### src/include/cpu_macros.svh
`ifndef CPU_MACROS_SVH
`define CPU_MACROS_SVH

// datapath widths
`define CPU_DATA_W      16
`define CPU_REG_ADDR_W  3

// instruction fields
`define CPU_OPC_HI      15
`define CPU_OPC_LO      11
`define CPU_RX_HI       10
`define CPU_RX_LO       8
`define CPU_RY_HI       7
`define CPU_RY_LO       5
`define CPU_RZ_HI       4
`define CPU_RZ_LO       2

// first fetch address
`define CPU_RESET_PC    16'h0000

`endif

### src/design/cpu_pkg.sv
package cpu_pkg;

    // ******************************
    // instruction opcodes, bits 15..11
    // ******************************
    typedef enum logic [4:0] {
        OPC_NOP   = 5'b00001,
        OPC_B     = 5'b00010,
        OPC_BEQZ  = 5'b00100,
        OPC_ADDIU = 5'b01001,
        OPC_LI    = 5'b01101,
        OPC_LW    = 5'b10011,
        OPC_SW    = 5'b11011,
        OPC_RRR   = 5'b11100,
        OPC_LOGIC = 5'b11101
    } opcode_e;

    // alu functions
    typedef enum logic [2:0] {
        ALU_ADD,
        ALU_SUB,
        ALU_AND,
        ALU_OR,
        ALU_PASS_B
    } alu_op_e;

    // register writeback source
    typedef enum logic {
        WB_ALU,
        WB_MEM
    } wb_src_e;

    // operand source in execute
    typedef enum logic [1:0] {
        FWD_REG,
        FWD_EX_MEM,
        FWD_MEM_WB
    } fwd_src_e;

endpackage

### src/design/cpu_top.sv
`timescale 1ns/1ps
`include "cpu_macros.svh"

module cpu_top (
    input  logic                   clk_50MHz,
    input  logic                   rst,
    output logic [`CPU_DATA_W-1:0] imem_addr,
    input  logic [`CPU_DATA_W-1:0] imem_inst,
    output logic [`CPU_DATA_W-1:0] dmem_addr,
    output logic [`CPU_DATA_W-1:0] dmem_wdata,
    output logic                   dmem_en,
    output logic                   dmem_we,
    input  logic [`CPU_DATA_W-1:0] dmem_rdata
);

    // fetch to decode
    logic [`CPU_DATA_W-1:0]     inst;
    logic [`CPU_DATA_W-1:0]     pc_next;
    logic                       stall;
    logic                       branch_taken;
    logic [`CPU_DATA_W-1:0]     branch_target;

    // register file ports
    logic [`CPU_REG_ADDR_W-1:0] rd_addr_a;
    logic [`CPU_REG_ADDR_W-1:0] rd_addr_b;
    logic [`CPU_DATA_W-1:0]     rd_data_a;
    logic [`CPU_DATA_W-1:0]     rd_data_b;
    logic                       wr_en;
    logic [`CPU_REG_ADDR_W-1:0] wr_addr;
    logic [`CPU_DATA_W-1:0]     wr_data;

    // decode/execute register
    cpu_pkg::alu_op_e           ex_alu_op;
    cpu_pkg::wb_src_e           ex_wb_src;
    logic                       ex_reg_wr;
    logic                       ex_mem_en;
    logic                       ex_mem_we;
    logic                       ex_is_branch;
    logic                       ex_is_cond;
    logic                       ex_use_imm;
    logic [`CPU_REG_ADDR_W-1:0] ex_dest;
    logic [`CPU_REG_ADDR_W-1:0] ex_src_a;
    logic [`CPU_REG_ADDR_W-1:0] ex_src_b;
    logic [`CPU_DATA_W-1:0]     ex_op_a;
    logic [`CPU_DATA_W-1:0]     ex_op_b;
    logic [`CPU_DATA_W-1:0]     ex_imm;
    logic [`CPU_DATA_W-1:0]     ex_pc_next;

    // forwarding and memory stage
    cpu_pkg::fwd_src_e          fwd_a;
    cpu_pkg::fwd_src_e          fwd_b;
    logic [`CPU_REG_ADDR_W-1:0] mem_dest;
    logic                       mem_reg_wr;
    cpu_pkg::wb_src_e           mem_wb_src;
    logic [`CPU_DATA_W-1:0]     mem_alu_result;

    // ******************************
    // pipeline stages
    // ******************************
    fetch_unit u_fetch (.*);

    decode_unit u_decode (
        .flush(branch_taken),
        .*
    );

    reg_file u_regs (.*);

    hazard_unit u_hazard (
        .wb_dest  (wr_addr),
        .wb_reg_wr(wr_en),
        .*
    );

    execute_unit u_execute (
        .wb_data(wr_data),
        .*
    );

    writeback_unit u_writeback (.*);

endmodule

### src/design/decode_unit.sv
`timescale 1ns/1ps
`include "cpu_macros.svh"

module decode_unit (
    input  logic                       clk_50MHz,
    input  logic                       rst,
    input  logic                       stall,
    input  logic                       flush,
    input  logic [`CPU_DATA_W-1:0]     inst,
    input  logic [`CPU_DATA_W-1:0]     pc_next,
    input  logic [`CPU_DATA_W-1:0]     rd_data_a,
    input  logic [`CPU_DATA_W-1:0]     rd_data_b,
    output logic [`CPU_REG_ADDR_W-1:0] rd_addr_a,
    output logic [`CPU_REG_ADDR_W-1:0] rd_addr_b,
    output cpu_pkg::alu_op_e           ex_alu_op,
    output cpu_pkg::wb_src_e           ex_wb_src,
    output logic                       ex_reg_wr,
    output logic                       ex_mem_en,
    output logic                       ex_mem_we,
    output logic                       ex_is_branch,
    output logic                       ex_is_cond,
    output logic [`CPU_REG_ADDR_W-1:0] ex_dest,
    output logic [`CPU_REG_ADDR_W-1:0] ex_src_a,
    output logic [`CPU_REG_ADDR_W-1:0] ex_src_b,
    output logic [`CPU_DATA_W-1:0]     ex_op_a,
    output logic [`CPU_DATA_W-1:0]     ex_op_b,
    output logic [`CPU_DATA_W-1:0]     ex_imm,
    output logic                       ex_use_imm,
    output logic [`CPU_DATA_W-1:0]     ex_pc_next
);

    cpu_pkg::opcode_e           opc;
    cpu_pkg::alu_op_e           alu_op;
    cpu_pkg::wb_src_e           wb_src;
    logic [`CPU_REG_ADDR_W-1:0] rx;
    logic [`CPU_REG_ADDR_W-1:0] ry;
    logic [`CPU_REG_ADDR_W-1:0] rz;
    logic [`CPU_REG_ADDR_W-1:0] dest;
    logic [`CPU_DATA_W-1:0]     imm;
    logic                       reg_wr;
    logic                       mem_en;
    logic                       mem_we;
    logic                       is_branch;
    logic                       is_cond;
    logic                       use_imm;
    logic                       bubble;

    assign opc       = cpu_pkg::opcode_e'(inst[`CPU_OPC_HI:`CPU_OPC_LO]);
    assign rx        = inst[`CPU_RX_HI:`CPU_RX_LO];
    assign ry        = inst[`CPU_RY_HI:`CPU_RY_LO];
    assign rz        = inst[`CPU_RZ_HI:`CPU_RZ_LO];
    assign rd_addr_a = rx;
    assign rd_addr_b = ry;
    assign bubble    = stall | flush;

    // ******************************
    // control decode
    // ******************************
    always_comb begin
        alu_op    = cpu_pkg::ALU_ADD;
        wb_src    = cpu_pkg::WB_ALU;
        reg_wr    = 1'b0;
        mem_en    = 1'b0;
        mem_we    = 1'b0;
        is_branch = 1'b0;
        is_cond   = 1'b0;
        use_imm   = 1'b0;
        dest      = rx;
        imm       = {{(`CPU_DATA_W-8){inst[7]}}, inst[7:0]};
        case (opc)
            cpu_pkg::OPC_ADDIU: begin
                reg_wr  = 1'b1;
                use_imm = 1'b1;
            end
            cpu_pkg::OPC_LI: begin
                alu_op  = cpu_pkg::ALU_PASS_B;
                reg_wr  = 1'b1;
                use_imm = 1'b1;
                imm     = {{(`CPU_DATA_W-8){1'b0}}, inst[7:0]};
            end
            cpu_pkg::OPC_RRR: begin
                // 01 add, 11 sub, others do nothing
                alu_op = inst[1] ? cpu_pkg::ALU_SUB : cpu_pkg::ALU_ADD;
                reg_wr = inst[0];
                dest   = rz;
            end
            cpu_pkg::OPC_LOGIC: begin
                alu_op = inst[0] ? cpu_pkg::ALU_OR : cpu_pkg::ALU_AND;
                reg_wr = (inst[4:1] == 4'b0110);
            end
            cpu_pkg::OPC_LW, cpu_pkg::OPC_SW: begin
                // rx + imm5 address
                mem_en  = 1'b1;
                mem_we  = (opc == cpu_pkg::OPC_SW);
                reg_wr  = (opc == cpu_pkg::OPC_LW);
                wb_src  = cpu_pkg::WB_MEM;
                use_imm = 1'b1;
                dest    = ry;
                imm     = {{(`CPU_DATA_W-5){inst[4]}}, inst[4:0]};
            end
            cpu_pkg::OPC_BEQZ: begin
                is_branch = 1'b1;
                is_cond   = 1'b1;
            end
            cpu_pkg::OPC_B: begin
                is_branch = 1'b1;
                imm       = {{(`CPU_DATA_W-11){inst[10]}}, inst[10:0]};
            end
            default: begin
                // NOP and unknown opcodes
                reg_wr = 1'b0;
            end
        endcase
    end

    // decode/execute register, a bubble on stall or flush
    always_ff @(posedge clk_50MHz or negedge rst) begin
        if (!rst) begin
            ex_reg_wr    <= 1'b0;
            ex_mem_en    <= 1'b0;
            ex_mem_we    <= 1'b0;
            ex_is_branch <= 1'b0;
        end else begin
            ex_reg_wr    <= reg_wr & ~bubble;
            ex_mem_en    <= mem_en & ~bubble;
            ex_mem_we    <= mem_we & ~bubble;
            ex_is_branch <= is_branch & ~bubble;
        end
    end

    always_ff @(posedge clk_50MHz) begin
        ex_alu_op  <= alu_op;
        ex_wb_src  <= wb_src;
        ex_is_cond <= is_cond;
        ex_use_imm <= use_imm;
        ex_dest    <= dest;
        ex_src_a   <= rx;
        ex_src_b   <= ry;
        ex_op_a    <= rd_data_a;
        ex_op_b    <= rd_data_b;
        ex_imm     <= imm;
        ex_pc_next <= pc_next;
    end

endmodule

### src/design/execute_unit.sv
`timescale 1ns/1ps
`include "cpu_macros.svh"

module execute_unit (
    input  logic                       clk_50MHz,
    input  logic                       rst,
    input  cpu_pkg::alu_op_e           ex_alu_op,
    input  cpu_pkg::wb_src_e           ex_wb_src,
    input  logic                       ex_reg_wr,
    input  logic                       ex_mem_en,
    input  logic                       ex_mem_we,
    input  logic                       ex_is_branch,
    input  logic                       ex_is_cond,
    input  logic [`CPU_REG_ADDR_W-1:0] ex_dest,
    input  logic [`CPU_DATA_W-1:0]     ex_op_a,
    input  logic [`CPU_DATA_W-1:0]     ex_op_b,
    input  logic [`CPU_DATA_W-1:0]     ex_imm,
    input  logic                       ex_use_imm,
    input  logic [`CPU_DATA_W-1:0]     ex_pc_next,
    input  cpu_pkg::fwd_src_e          fwd_a,
    input  cpu_pkg::fwd_src_e          fwd_b,
    input  logic [`CPU_DATA_W-1:0]     wb_data,
    output logic                       branch_taken,
    output logic [`CPU_DATA_W-1:0]     branch_target,
    output logic [`CPU_DATA_W-1:0]     dmem_addr,
    output logic [`CPU_DATA_W-1:0]     dmem_wdata,
    output logic                       dmem_en,
    output logic                       dmem_we,
    output logic [`CPU_REG_ADDR_W-1:0] mem_dest,
    output logic                       mem_reg_wr,
    output cpu_pkg::wb_src_e           mem_wb_src,
    output logic [`CPU_DATA_W-1:0]     mem_alu_result
);

    logic [`CPU_DATA_W-1:0] op_a;
    logic [`CPU_DATA_W-1:0] op_b;
    logic [`CPU_DATA_W-1:0] alu_b;
    logic [`CPU_DATA_W-1:0] alu_result;

    function automatic logic [`CPU_DATA_W-1:0] fwd_mux(
        input cpu_pkg::fwd_src_e      sel,
        input logic [`CPU_DATA_W-1:0] reg_val,
        input logic [`CPU_DATA_W-1:0] mem_val,
        input logic [`CPU_DATA_W-1:0] wb_val
    );
        case (sel)
            cpu_pkg::FWD_EX_MEM: return mem_val;
            cpu_pkg::FWD_MEM_WB: return wb_val;
            default:             return reg_val;
        endcase
    endfunction

    assign op_a  = fwd_mux(fwd_a, ex_op_a, mem_alu_result, wb_data);
    assign op_b  = fwd_mux(fwd_b, ex_op_b, mem_alu_result, wb_data);
    assign alu_b = ex_use_imm ? ex_imm : op_b;

    always_comb begin
        case (ex_alu_op)
            cpu_pkg::ALU_ADD: alu_result = op_a + alu_b;
            cpu_pkg::ALU_SUB: alu_result = op_a - alu_b;
            cpu_pkg::ALU_AND: alu_result = op_a & alu_b;
            cpu_pkg::ALU_OR:  alu_result = op_a | alu_b;
            default:          alu_result = alu_b;
        endcase
    end

    // beqz tests the forwarded rx
    assign branch_taken  = ex_is_branch && (!ex_is_cond || op_a == '0);
    assign branch_target = ex_pc_next + ex_imm;

    // ******************************
    // execute/memory register
    // ******************************
    always_ff @(posedge clk_50MHz or negedge rst) begin
        if (!rst) begin
            dmem_en    <= 1'b0;
            dmem_we    <= 1'b0;
            mem_reg_wr <= 1'b0;
        end else begin
            dmem_en    <= ex_mem_en;
            dmem_we    <= ex_mem_we;
            mem_reg_wr <= ex_reg_wr;
        end
    end

    always_ff @(posedge clk_50MHz) begin
        mem_dest       <= ex_dest;
        mem_wb_src     <= ex_wb_src;
        mem_alu_result <= alu_result;
        dmem_wdata     <= op_b;
    end

    assign dmem_addr = mem_alu_result;

    a_we_needs_en: assert property (@(posedge clk_50MHz) disable iff (!rst)
        dmem_we |-> dmem_en);

endmodule

### src/design/fetch_unit.sv
`timescale 1ns/1ps
`include "cpu_macros.svh"

module fetch_unit (
    input  logic                   clk_50MHz,
    input  logic                   rst,
    input  logic                   stall,
    input  logic                   branch_taken,
    input  logic [`CPU_DATA_W-1:0] branch_target,
    input  logic [`CPU_DATA_W-1:0] imem_inst,
    output logic [`CPU_DATA_W-1:0] imem_addr,
    output logic [`CPU_DATA_W-1:0] inst,
    output logic [`CPU_DATA_W-1:0] pc_next
);

    localparam logic [`CPU_DATA_W-1:0] NOP_WORD =
        {cpu_pkg::OPC_NOP, {(`CPU_DATA_W-5){1'b0}}};

    logic [`CPU_DATA_W-1:0] pc;
    logic [`CPU_DATA_W-1:0] pc_inc;

    assign pc_inc    = pc + 1'b1;
    assign imem_addr = pc;

    // branch wins over a stall
    always_ff @(posedge clk_50MHz or negedge rst) begin
        if (!rst) begin
            pc <= `CPU_RESET_PC;
        end else if (branch_taken) begin
            pc <= branch_target;
        end else if (!stall) begin
            pc <= pc_inc;
        end
    end

    // fetch/decode register, flushed to a NOP
    always_ff @(posedge clk_50MHz or negedge rst) begin
        if (!rst) begin
            inst <= NOP_WORD;
        end else if (branch_taken) begin
            inst <= NOP_WORD;
        end else if (!stall) begin
            inst <= imem_inst;
        end
    end

    always_ff @(posedge clk_50MHz) begin
        if (!stall) begin
            pc_next <= pc_inc;
        end
    end

    a_branch_wins: assert property (@(posedge clk_50MHz) disable iff (!rst)
        branch_taken |=> (pc == $past(branch_target)) && (inst == NOP_WORD));

endmodule

### src/design/hazard_unit.sv
`timescale 1ns/1ps
`include "cpu_macros.svh"

module hazard_unit (
    input  logic                       clk_50MHz,
    input  logic                       rst,
    input  logic [`CPU_REG_ADDR_W-1:0] rd_addr_a,
    input  logic [`CPU_REG_ADDR_W-1:0] rd_addr_b,
    input  logic [`CPU_REG_ADDR_W-1:0] ex_dest,
    input  logic                       ex_reg_wr,
    input  logic                       ex_mem_en,
    input  logic                       ex_mem_we,
    input  logic [`CPU_REG_ADDR_W-1:0] ex_src_a,
    input  logic [`CPU_REG_ADDR_W-1:0] ex_src_b,
    input  logic [`CPU_REG_ADDR_W-1:0] mem_dest,
    input  logic                       mem_reg_wr,
    input  logic [`CPU_REG_ADDR_W-1:0] wb_dest,
    input  logic                       wb_reg_wr,
    output logic                       stall,
    output cpu_pkg::fwd_src_e          fwd_a,
    output cpu_pkg::fwd_src_e          fwd_b
);

    logic ex_is_load;

    // load result is not ready until writeback
    assign ex_is_load = ex_mem_en & ~ex_mem_we & ex_reg_wr;
    assign stall      = ex_is_load && (ex_dest == rd_addr_a || ex_dest == rd_addr_b);

    // newest result first
    assign fwd_a = (mem_reg_wr && mem_dest == ex_src_a) ? cpu_pkg::FWD_EX_MEM :
                   (wb_reg_wr && wb_dest == ex_src_a)   ? cpu_pkg::FWD_MEM_WB :
                                                          cpu_pkg::FWD_REG;
    assign fwd_b = (mem_reg_wr && mem_dest == ex_src_b) ? cpu_pkg::FWD_EX_MEM :
                   (wb_reg_wr && wb_dest == ex_src_b)   ? cpu_pkg::FWD_MEM_WB :
                                                          cpu_pkg::FWD_REG;

    // the inserted bubble clears the load from execute
    a_single_bubble: assert property (@(posedge clk_50MHz) disable iff (!rst)
        stall |=> !stall);

endmodule

### src/design/reg_file.sv
`timescale 1ns/1ps
`include "cpu_macros.svh"

module reg_file (
    input  logic                       clk_50MHz,
    input  logic                       rst,
    input  logic [`CPU_REG_ADDR_W-1:0] rd_addr_a,
    input  logic [`CPU_REG_ADDR_W-1:0] rd_addr_b,
    input  logic                       wr_en,
    input  logic [`CPU_REG_ADDR_W-1:0] wr_addr,
    input  logic [`CPU_DATA_W-1:0]     wr_data,
    output logic [`CPU_DATA_W-1:0]     rd_data_a,
    output logic [`CPU_DATA_W-1:0]     rd_data_b
);

    logic [`CPU_DATA_W-1:0] regs [0:(1<<`CPU_REG_ADDR_W)-1];

    always_ff @(posedge clk_50MHz or negedge rst) begin
        if (!rst) begin
            for (int i = 0; i < (1 << `CPU_REG_ADDR_W); i++) begin
                regs[i] <= '0;
            end
        end else if (wr_en) begin
            regs[wr_addr] <= wr_data;
        end
    end

    // same-cycle write shows through to decode
    assign rd_data_a = (wr_en && wr_addr == rd_addr_a) ? wr_data : regs[rd_addr_a];
    assign rd_data_b = (wr_en && wr_addr == rd_addr_b) ? wr_data : regs[rd_addr_b];

endmodule

### src/design/writeback_unit.sv
`timescale 1ns/1ps
`include "cpu_macros.svh"

module writeback_unit (
    input  logic                       clk_50MHz,
    input  logic                       rst,
    input  logic [`CPU_REG_ADDR_W-1:0] mem_dest,
    input  logic                       mem_reg_wr,
    input  cpu_pkg::wb_src_e           mem_wb_src,
    input  logic [`CPU_DATA_W-1:0]     mem_alu_result,
    input  logic [`CPU_DATA_W-1:0]     dmem_rdata,
    output logic                       wr_en,
    output logic [`CPU_REG_ADDR_W-1:0] wr_addr,
    output logic [`CPU_DATA_W-1:0]     wr_data
);

    cpu_pkg::wb_src_e       wb_src;
    logic [`CPU_DATA_W-1:0] alu_q;
    logic [`CPU_DATA_W-1:0] rdata_q;

    // memory/writeback register
    always_ff @(posedge clk_50MHz or negedge rst) begin
        if (!rst) begin
            wr_en <= 1'b0;
        end else begin
            wr_en <= mem_reg_wr;
        end
    end

    always_ff @(posedge clk_50MHz) begin
        wr_addr <= mem_dest;
        wb_src  <= mem_wb_src;
        alu_q   <= mem_alu_result;
        rdata_q <= dmem_rdata;
    end

    // also the forwarding value for execute
    assign wr_data = (wb_src == cpu_pkg::WB_MEM) ? rdata_q : alu_q;

endmodule

### config.mk
export PLATFORM = sky130hd
export DESIGN_NAME = cpu_top
export DESIGN_NICKNAME = d
export VERILOG_FILES = /design/src/design/cpu_pkg.sv /design/src/design/cpu_top.sv /design/src/design/decode_unit.sv /design/src/design/execute_unit.sv /design/src/design/fetch_unit.sv /design/src/design/hazard_unit.sv /design/src/design/reg_file.sv /design/src/design/writeback_unit.sv
export VERILOG_INCLUDE_DIRS = /design/src /design/src/include
export SDC_FILE = /design/constraint.sdc
export NUM_CORES = 1
export LEC_CHECK = 0
export BUFFER_PORTS_ARGS = -buffer_cell sky130_fd_sc_hd__buf_2
export CAP_MARGIN = 10
export CORE_MARGIN = 1
export CORE_UTILIZATION = 40
export DETAILED_ROUTE_END_ITERATION = 8
export HOLD_SLACK_MARGIN = 0.08
export PLACE_DENSITY = 0.54
export SLEW_MARGIN = 20
export SYNTH_ARGS = -nofsm -noshare
export SYNTH_HDL_FRONTEND = slang
export SYNTH_HIERARCHICAL = 1
export SYNTH_SLANG_ARGS = --single-unit
### constraint.sdc
create_clock -name clk_50MHz -period 9.1 [get_ports clk_50MHz]
set_input_delay 0 -clock clk_50MHz [delete_from_list [all_inputs] [get_ports clk_50MHz]]
set_output_delay 0 -clock clk_50MHz [all_outputs]
set_load 0.05 [all_outputs]
Word-level counts from Yosys, hierarchy flattened
Index checks and enable logic that the tools add are counted.
- input port bits: 34
- flip-flop bits (word level): 335
- output and inout port bits: 50
- multiplexer cells: 35
- equality and inequality tests: 25
- bitwise gates (word level): 14
- magnitude comparators: 4
- add/subtract/negate cells: 4
- reductions and logical operators: 18
- operator list (kind ; count):
    $mux W16 ; 13
    $bwmux W128 ; 1
    $bmux W16 S3 ; 2
    $pmux W16 S2 ; 2
    $pmux W16 S4 ; 1
    $demux W16 S3 ; 1
    $pmux W16 S3 ; 1
    $add A16 B16 Y16 ; 2
    $eq A3 B3 Y1 ; 8
    $eq A5 B5 Y1 const B ; 4
    $add A16 B1 Y16 const B ; 1
    $and A16 B16 Y16 ; 1
    $logic_not A16 Y1 ; 1
    $or A16 B16 Y16 ; 1
    $sub A16 B16 Y16 ; 1
    $ge A4 B4 Y1 const B ; 3
    $not A3 Y4 ; 3
    $eq A5 B4 Y1 const B ; 2
    $logic_and A1 B1 Y1 ; 9
    $pmux W3 S3 ; 1
    $mux W2 ; 4
    $mux W1 ; 7
    $and A1 B1 Y1 ; 6
    $eq A3 B2 Y1 const B ; 2
    other kinds (17) ; 23

Logic depth before layout (Yosys ltp)
- depth after elaboration: 12
- gate-level depth with buffers: 23
- mapped depth without buffers: 21

Cells and area by module
The synthesis kept the hierarchy.
- modules (own cells, without submodules) (module ; cells each ; instances ; area each (um^2)):
    reg_file ; 452 ; 1 ; 7533.5
    execute_unit ; 547 ; 1 ; 4259.1
    fetch_unit ; 204 ; 1 ; 2277.2
    decode_unit ; 146 ; 1 ; 2057.0
    writeback_unit ; 55 ; 1 ; 994.7
    hazard_unit ; 28 ; 1 ; 230.2

Worst setup path before layout
OpenSTA, ideal clock, no wires.
- path kind: reg2reg
- start point: register u_execute.mem_dest[0]
- end point: register u_execute.mem_alu_result[15], in the netlist u_execute/dmem_addr[15]
- arrival time: 4.564 ns
- cell stages (with the launch flop): 21
- setup time: 0.086 ns
- path slack: 4.450 ns
- cell sequence: dfxtp_1 xnor2_1 and4_4 inv_1 ha_1 buf_6 buf_6 and3_1 a211oi_1 inv_1 ha_1 a21oi_1 ha_1 nor2b_1 o2111ai_1 a31oi_1 a311oi_2 nor4_1 a2111oi_2 xnor3_1 a221oi_2
- cells in the longest elaborated chain, start to end: 8
- ends and longest elaborated chain (item ; RTL line ; text):
    from (decl) ; execute_unit.sv:29 ; output logic [`CPU_REG_ADDR_W-1:0] mem_dest,
    from (signal assigned) ; execute_unit.sv:87 ; mem_dest <= ex_dest;
    $eq A3 B3 Y1 (*) ; hazard_unit.sv:34 ; assign fwd_b = (mem_reg_wr && mem_dest == ex_src_b) ? cpu_pkg::FWD_EX_MEM :
    $logic_and A1 B1 Y1 (*) ; hazard_unit.sv:34 ;
    $mux W2 (*) ; hazard_unit.sv:34 ;
    via fwd_b[0] ; cpu_top.sv:51 ; cpu_pkg::fwd_src_e fwd_b;
    $eq A2 B2 Y1 / $eq A2 B1 Y1 (equally long branches) ; execute_unit.sv:46 ; case (sel)
    $pmux W16 S2 (*) ; execute_unit.sv:46 ;
    $mux W16 (*) ; execute_unit.sv:55 ; assign alu_b = ex_use_imm ? ex_imm : op_b;
    $sub A16 B16 Y16 (tied with other cells) ; execute_unit.sv:60 ; cpu_pkg::ALU_SUB: alu_result = op_a - alu_b;
    $pmux W16 S4 (*) ; execute_unit.sv:58 ; case (ex_alu_op)
    via u_execute.alu_result[15] ; execute_unit.sv:38 ; logic [`CPU_DATA_W-1:0] alu_result;
    to (signal assigned) ; execute_unit.sv:89 ; mem_alu_result <= alu_result;
    to (decl) ; execute_unit.sv:32 ; output logic [`CPU_DATA_W-1:0] mem_alu_result
Mark *: on every way through the listed nets, which the timed path passes. The rest lies on a longest branch.
A chain may end at the register's enable or synchronous reset.

Final worst setup path
- start point: register u_writeback.wr_addr[1]
- end point: register u_execute.mem_alu_result[15], in the netlist u_execute/dmem_addr[15]
- cells in the longest elaborated chain, start to end: 9
- ends and longest elaborated chain (item ; RTL line ; text):
    from (decl) ; writeback_unit.sv:13 ; output logic [`CPU_REG_ADDR_W-1:0] wr_addr,
    from (signal assigned) ; writeback_unit.sv:31 ; wr_addr <= mem_dest;
    $eq A3 B3 Y1 (*) ; hazard_unit.sv:35 ; (wb_reg_wr && wb_dest == ex_src_b) ? cpu_pkg::FWD_MEM_WB :
    $logic_and A1 B1 Y1 (*) ; hazard_unit.sv:35 ;
    $mux W2 (*) ; hazard_unit.sv:35 ;
    $mux W2 (*) ; hazard_unit.sv:34 ;
    via fwd_b[1] ; cpu_top.sv:51 ;
    $eq A2 B2 Y1 / $eq A2 B1 Y1 (equally long branches) ; execute_unit.sv:46 ;
    $pmux W16 S2 (*) ; execute_unit.sv:46 ;
    $mux W16 (*) ; execute_unit.sv:55 ;
    $sub A16 B16 Y16 (tied with other cells) ; execute_unit.sv:60 ;
    $pmux W16 S4 (*) ; execute_unit.sv:58 ;
    via u_execute.alu_result[15] ; execute_unit.sv:38 ;
Marks and branches as above.

==> metrics.md <==
| Metric | Value |
|---|---|
| Worst path most repeated cell | ha_1 |
| CP Capture Type | flip-flop |
| Bufs and invs on worst path | 1 |
| Utilization after layout | 46.8% |
| Post-synthesis sequential area ratio | 43.8% |
| Worst-skew pair later-pin latency | 0.55 ns |
| Global-route usage over all layers | 20.5% |
| Critical path's top delay family | compound AO/OA/AOI/OAI gates |
| Arrival time worst endpoint | 5.97 ns |
| Placer Congestion | 0.909 |
| Final HPWL DP | 29600 um |
| Worst vdd ir | 0.146 mV |
| CP required | 9.56 ns |
| Setup TNS | 0 ns |
| Initial antenna violation count | 0 |
| Synth Area per Inst | 12.1 um2 |
| Hold-fix buffers at CTS | 47 |
| Final setup viols | 0 |
| Clock sink count | 330 |
| Number of global-route vias before repair | 11671 |
| DRC | 0 |
| Diode count | 0 |
| Vias/cell | 5.45 |
| Worst setup path end | u_execute/dmem_addr[15]$_DFF_P_ |
| Root Driver | clkbuf_16 |
| Post-route antenna net violation count | 0 |
| Total congestion overflow | 0 |
| Crit path from | u_writeback/wr_addr[1]$_DFF_P_ |
| Crit-path max FO | 16 |
| Area Growth Syn to Fin | 14.2% |
| Tcrit/Tclk final | 60.5% |
| Synthesized Nets | 1509 |
| RR Startpoint | u_writeback/wr_addr[1]$_DFF_P_ |
| Layout Nets | 1584 |
| Clk slew on worst S/H paths | 0.06 ns |
| RSZ-0062 raised after global routing | false |
| Largest net degree at the start of global routing | 103 |
| Worst R2R End | u_execute/dmem_addr[15]$_DFF_P_ |
| Crit Path Class | flip-flop to flip-flop |
| Post-Synthesis Cell Area | 0.0174 mm2 |
| Ratio of cells with drive above 1 in the final layout | 28.6% |
| Critical path startpoint category | flip-flop |
| CTS tree | built |
| WP depth | 18 |
| Pre-CTS setup slack | 3.67 ns |
| Slew HR | 34.8% |
| HP Class | input pin to flip-flop |
| Minimum clock period | 5.50 ns |
| Fin Clk Skew | 0.0202 ns |
| First-pass GRT wire length | 69000 um |
| Full die area | 0.0442 mm2 |
| FF+latch count, synth | 330 |
| CTS buffer count | 39 |
| Leak pwr | 0.00891 uW |
| Chip Height | 210 um |
| Worst path cell trace | xnor2_1 -> nand4_1 -> nor2_2 -> ha_1 -> a22oi_2 -> a211oi_1 -> inv_1 -> ha_1 -> a21oi_1 -> ha_1 -> nor2b_1 -> o2111ai_1 -> a31oi_1 -> a311oi_2 -> nor4_1 -> a2111oi_2 -> xnor3_1 -> a221oi_2 |
| Post-synthesis cell type count | 95 |
| R2R setup slack | 3.60 ns |
| Commonest cells after routing, fill and taps aside | mux2_2, dfrtp_1, dfxtp_1 |
| EDFF count, synth | 16 |
| Max Fclk | 182 MHz |
| Top_reg_cell synth | dfrtp_1 |
| Yosys top cell area share | 24.1% |
| Setup ws final | 3.60 ns |
| H-tree depth | 2 |
| Count of standard-cell rows | 75 |
| Slew @ Worst Pin | 0.978 ns |
| Max Buffers Root-to-Sink | 3 |
| IO Pins | 84 |
| Port bufs | 83 |
| Initial cell density of the core | 41.0% |
| PwrDens | 271 mW/mm2 |
| Total number of vias | 11512 |
| Async SR Flop Fraction | 50.9% |
| Die Width | 210 um |
| Initial DRC count | 673 |
| Biggest area consumer among synthesized cells | dfrtp_1 |
| Critical Path Slowest Stage Cell | ha_1 |
| Fin. Hold Viols | 0 |
| Synth top area cells | dfrtp_1, dfxtp_1, mux2_2, mux4_1, xnor2_1 |
| Syn Inst Count | 1432 |
| Post CTS Setup Buffer Count | 0 |
| CP peak stage delay | 0.65 ns |
| Post-Route WL | 44200 um |
| Most common cell after layout, fill and taps aside | mux2_2 |
| Status | completed |
| TritonRoute pass-1 iters | 5 |
| Max cap viols | 0 |
| Post-CTS resize count | 0 |
| Reg2reg path depth | 18 |
| Core Footprint | 0.0423 mm2 |
| Pins Over Slew Limit | 0 |
| Avg WL per Cell | 20.9 um |
| Ys Warns | 6 |
## logic make-up after synthesis
group / synth area share [%]
and+or+nand+nor: 9.14
xor gates and xnor gates: 4.62
adders and majority gates: 3.19
DFF: 43.8
AOI/OAI and AO/OA: 8.79
muxes: 25.1
buffers and inverters: 5.35
## worst min path at each step
stage | end | start | cells after the start
after CTS | u_writeback/rdata_q[8]$_DFF_P_ | dmem_rdata[8] | 2
after global placement | u_writeback/rdata_q[7]$_DFF_P_ | dmem_rdata[7] | 1
after floorplan | u_decode/ex_is_branch$_DFF_PN0_ | rst | 0
after detailed placement | u_writeback/rdata_q[12]$_DFF_P_ | dmem_rdata[12] | 1
after global routing | u_writeback/rdata_q[8]$_DFF_P_ | dmem_rdata[8] | 2
final | u_writeback/rdata_q[8]$_DFF_P_ | dmem_rdata[8] | 2
## power by group
part	internal, uW	leakage (uW)	switching (uW)
Sequential	1770	0.00365	256
Combinational	650	0.00457	1000
Clock	1070	0.000695	625
Total	3490	0.00891	1890
## metrics by stage
step                      hold WS (ns)  total power (uW)  cells  instance area [um2]
after CTS                       0.0814              5430   2114                19800
after global placement           0.103              3670   1996                17900
after global routing             0.116              5670   2114                19800
after detailed placement         0.104              3690   1996                17900
after floorplan                 -0.296              3280   1432                17400
final                            0.104              5370   2114                19800
## cell usage after synthesis (all sizes together) (3+ instances only)
cell type,instances
mux2,210
dfrtp,167
dfxtp,146
nand2,95
buf,88
o21ai,74
xnor2,71
nor2,67
mux4,64
ha,41
inv,39
a22oi,37
a21oi,34
clkbuf,33
nor3,22
mux2i,21
nand3,18
xor2,18
edfxtp,16
nand4,13
nor3b,11
a221oi,10
and2,10
and3,10
nor4,10
o21a,8
o31ai,8
nand2b,7
o211ai,7
nor2b,6
nand4b,5
o22ai,5
a211oi,4
a21o,4
a31oi,4
or2,4
a211o,3
a221o,3
a2bb2oi,3
a311oi,3
and4,3
## routing by layer
metal  global-route usage (%)  vias to the layer above  share of wire [%]
met1                     29.1                     5774                 48
met2                     32.2                      273                 45
li1                         -                     5417                  -
met4                     5.79                        0                1.8
met3                     3.32                       48                5.0
met5                        0                        -                  0
## sequential cells by signal, summed over array words and instances, names as in the netlist, 11 cells and up
register              flops
u_regs/regs             128
u_writeback/alu_q        16
u_fetch/pc_next          16
u_execute/dmem_addr      16
u_decode/ex_op_b         16
u_writeback/rdata_q      16
u_decode/ex_imm          11
u_execute/dmem_wdata     16
u_fetch/imem_addr        16
u_decode/ex_pc_next      16
u_decode/ex_op_a         16
u_fetch/inst             16
## worst reg2reg max path, stage by stage, from the launching register on
cell and delay, ns:
dfxtp_1 0.62, xnor2_1 0.19, nand4_1 0.13, nor2_2 0.13, ha_1 0.65, a22oi_2 0.21
a211oi_1 0.47, inv_1 0.14, ha_1 0.29, a21oi_1 0.22, ha_1 0.27, nor2b_1 0.14
o2111ai_1 0.26, a31oi_1 0.24, a311oi_2 0.41, nor4_1 0.13, a2111oi_2 0.36, xnor3_1 0.29
a221oi_2 0.26
## layout make-up
type | count | area (um2)
clock buffers | 54 | 1170
clock inverters | 17 | 253
fillers | 3915 | 22500
inverters | 40 | 150
multi-input cells | 941 | 8830
flip-flops and latches | 330 | 7610
well taps | 577 | 722
repair buffers | 155 | 1080
Power figures use the tool's default switching activity.
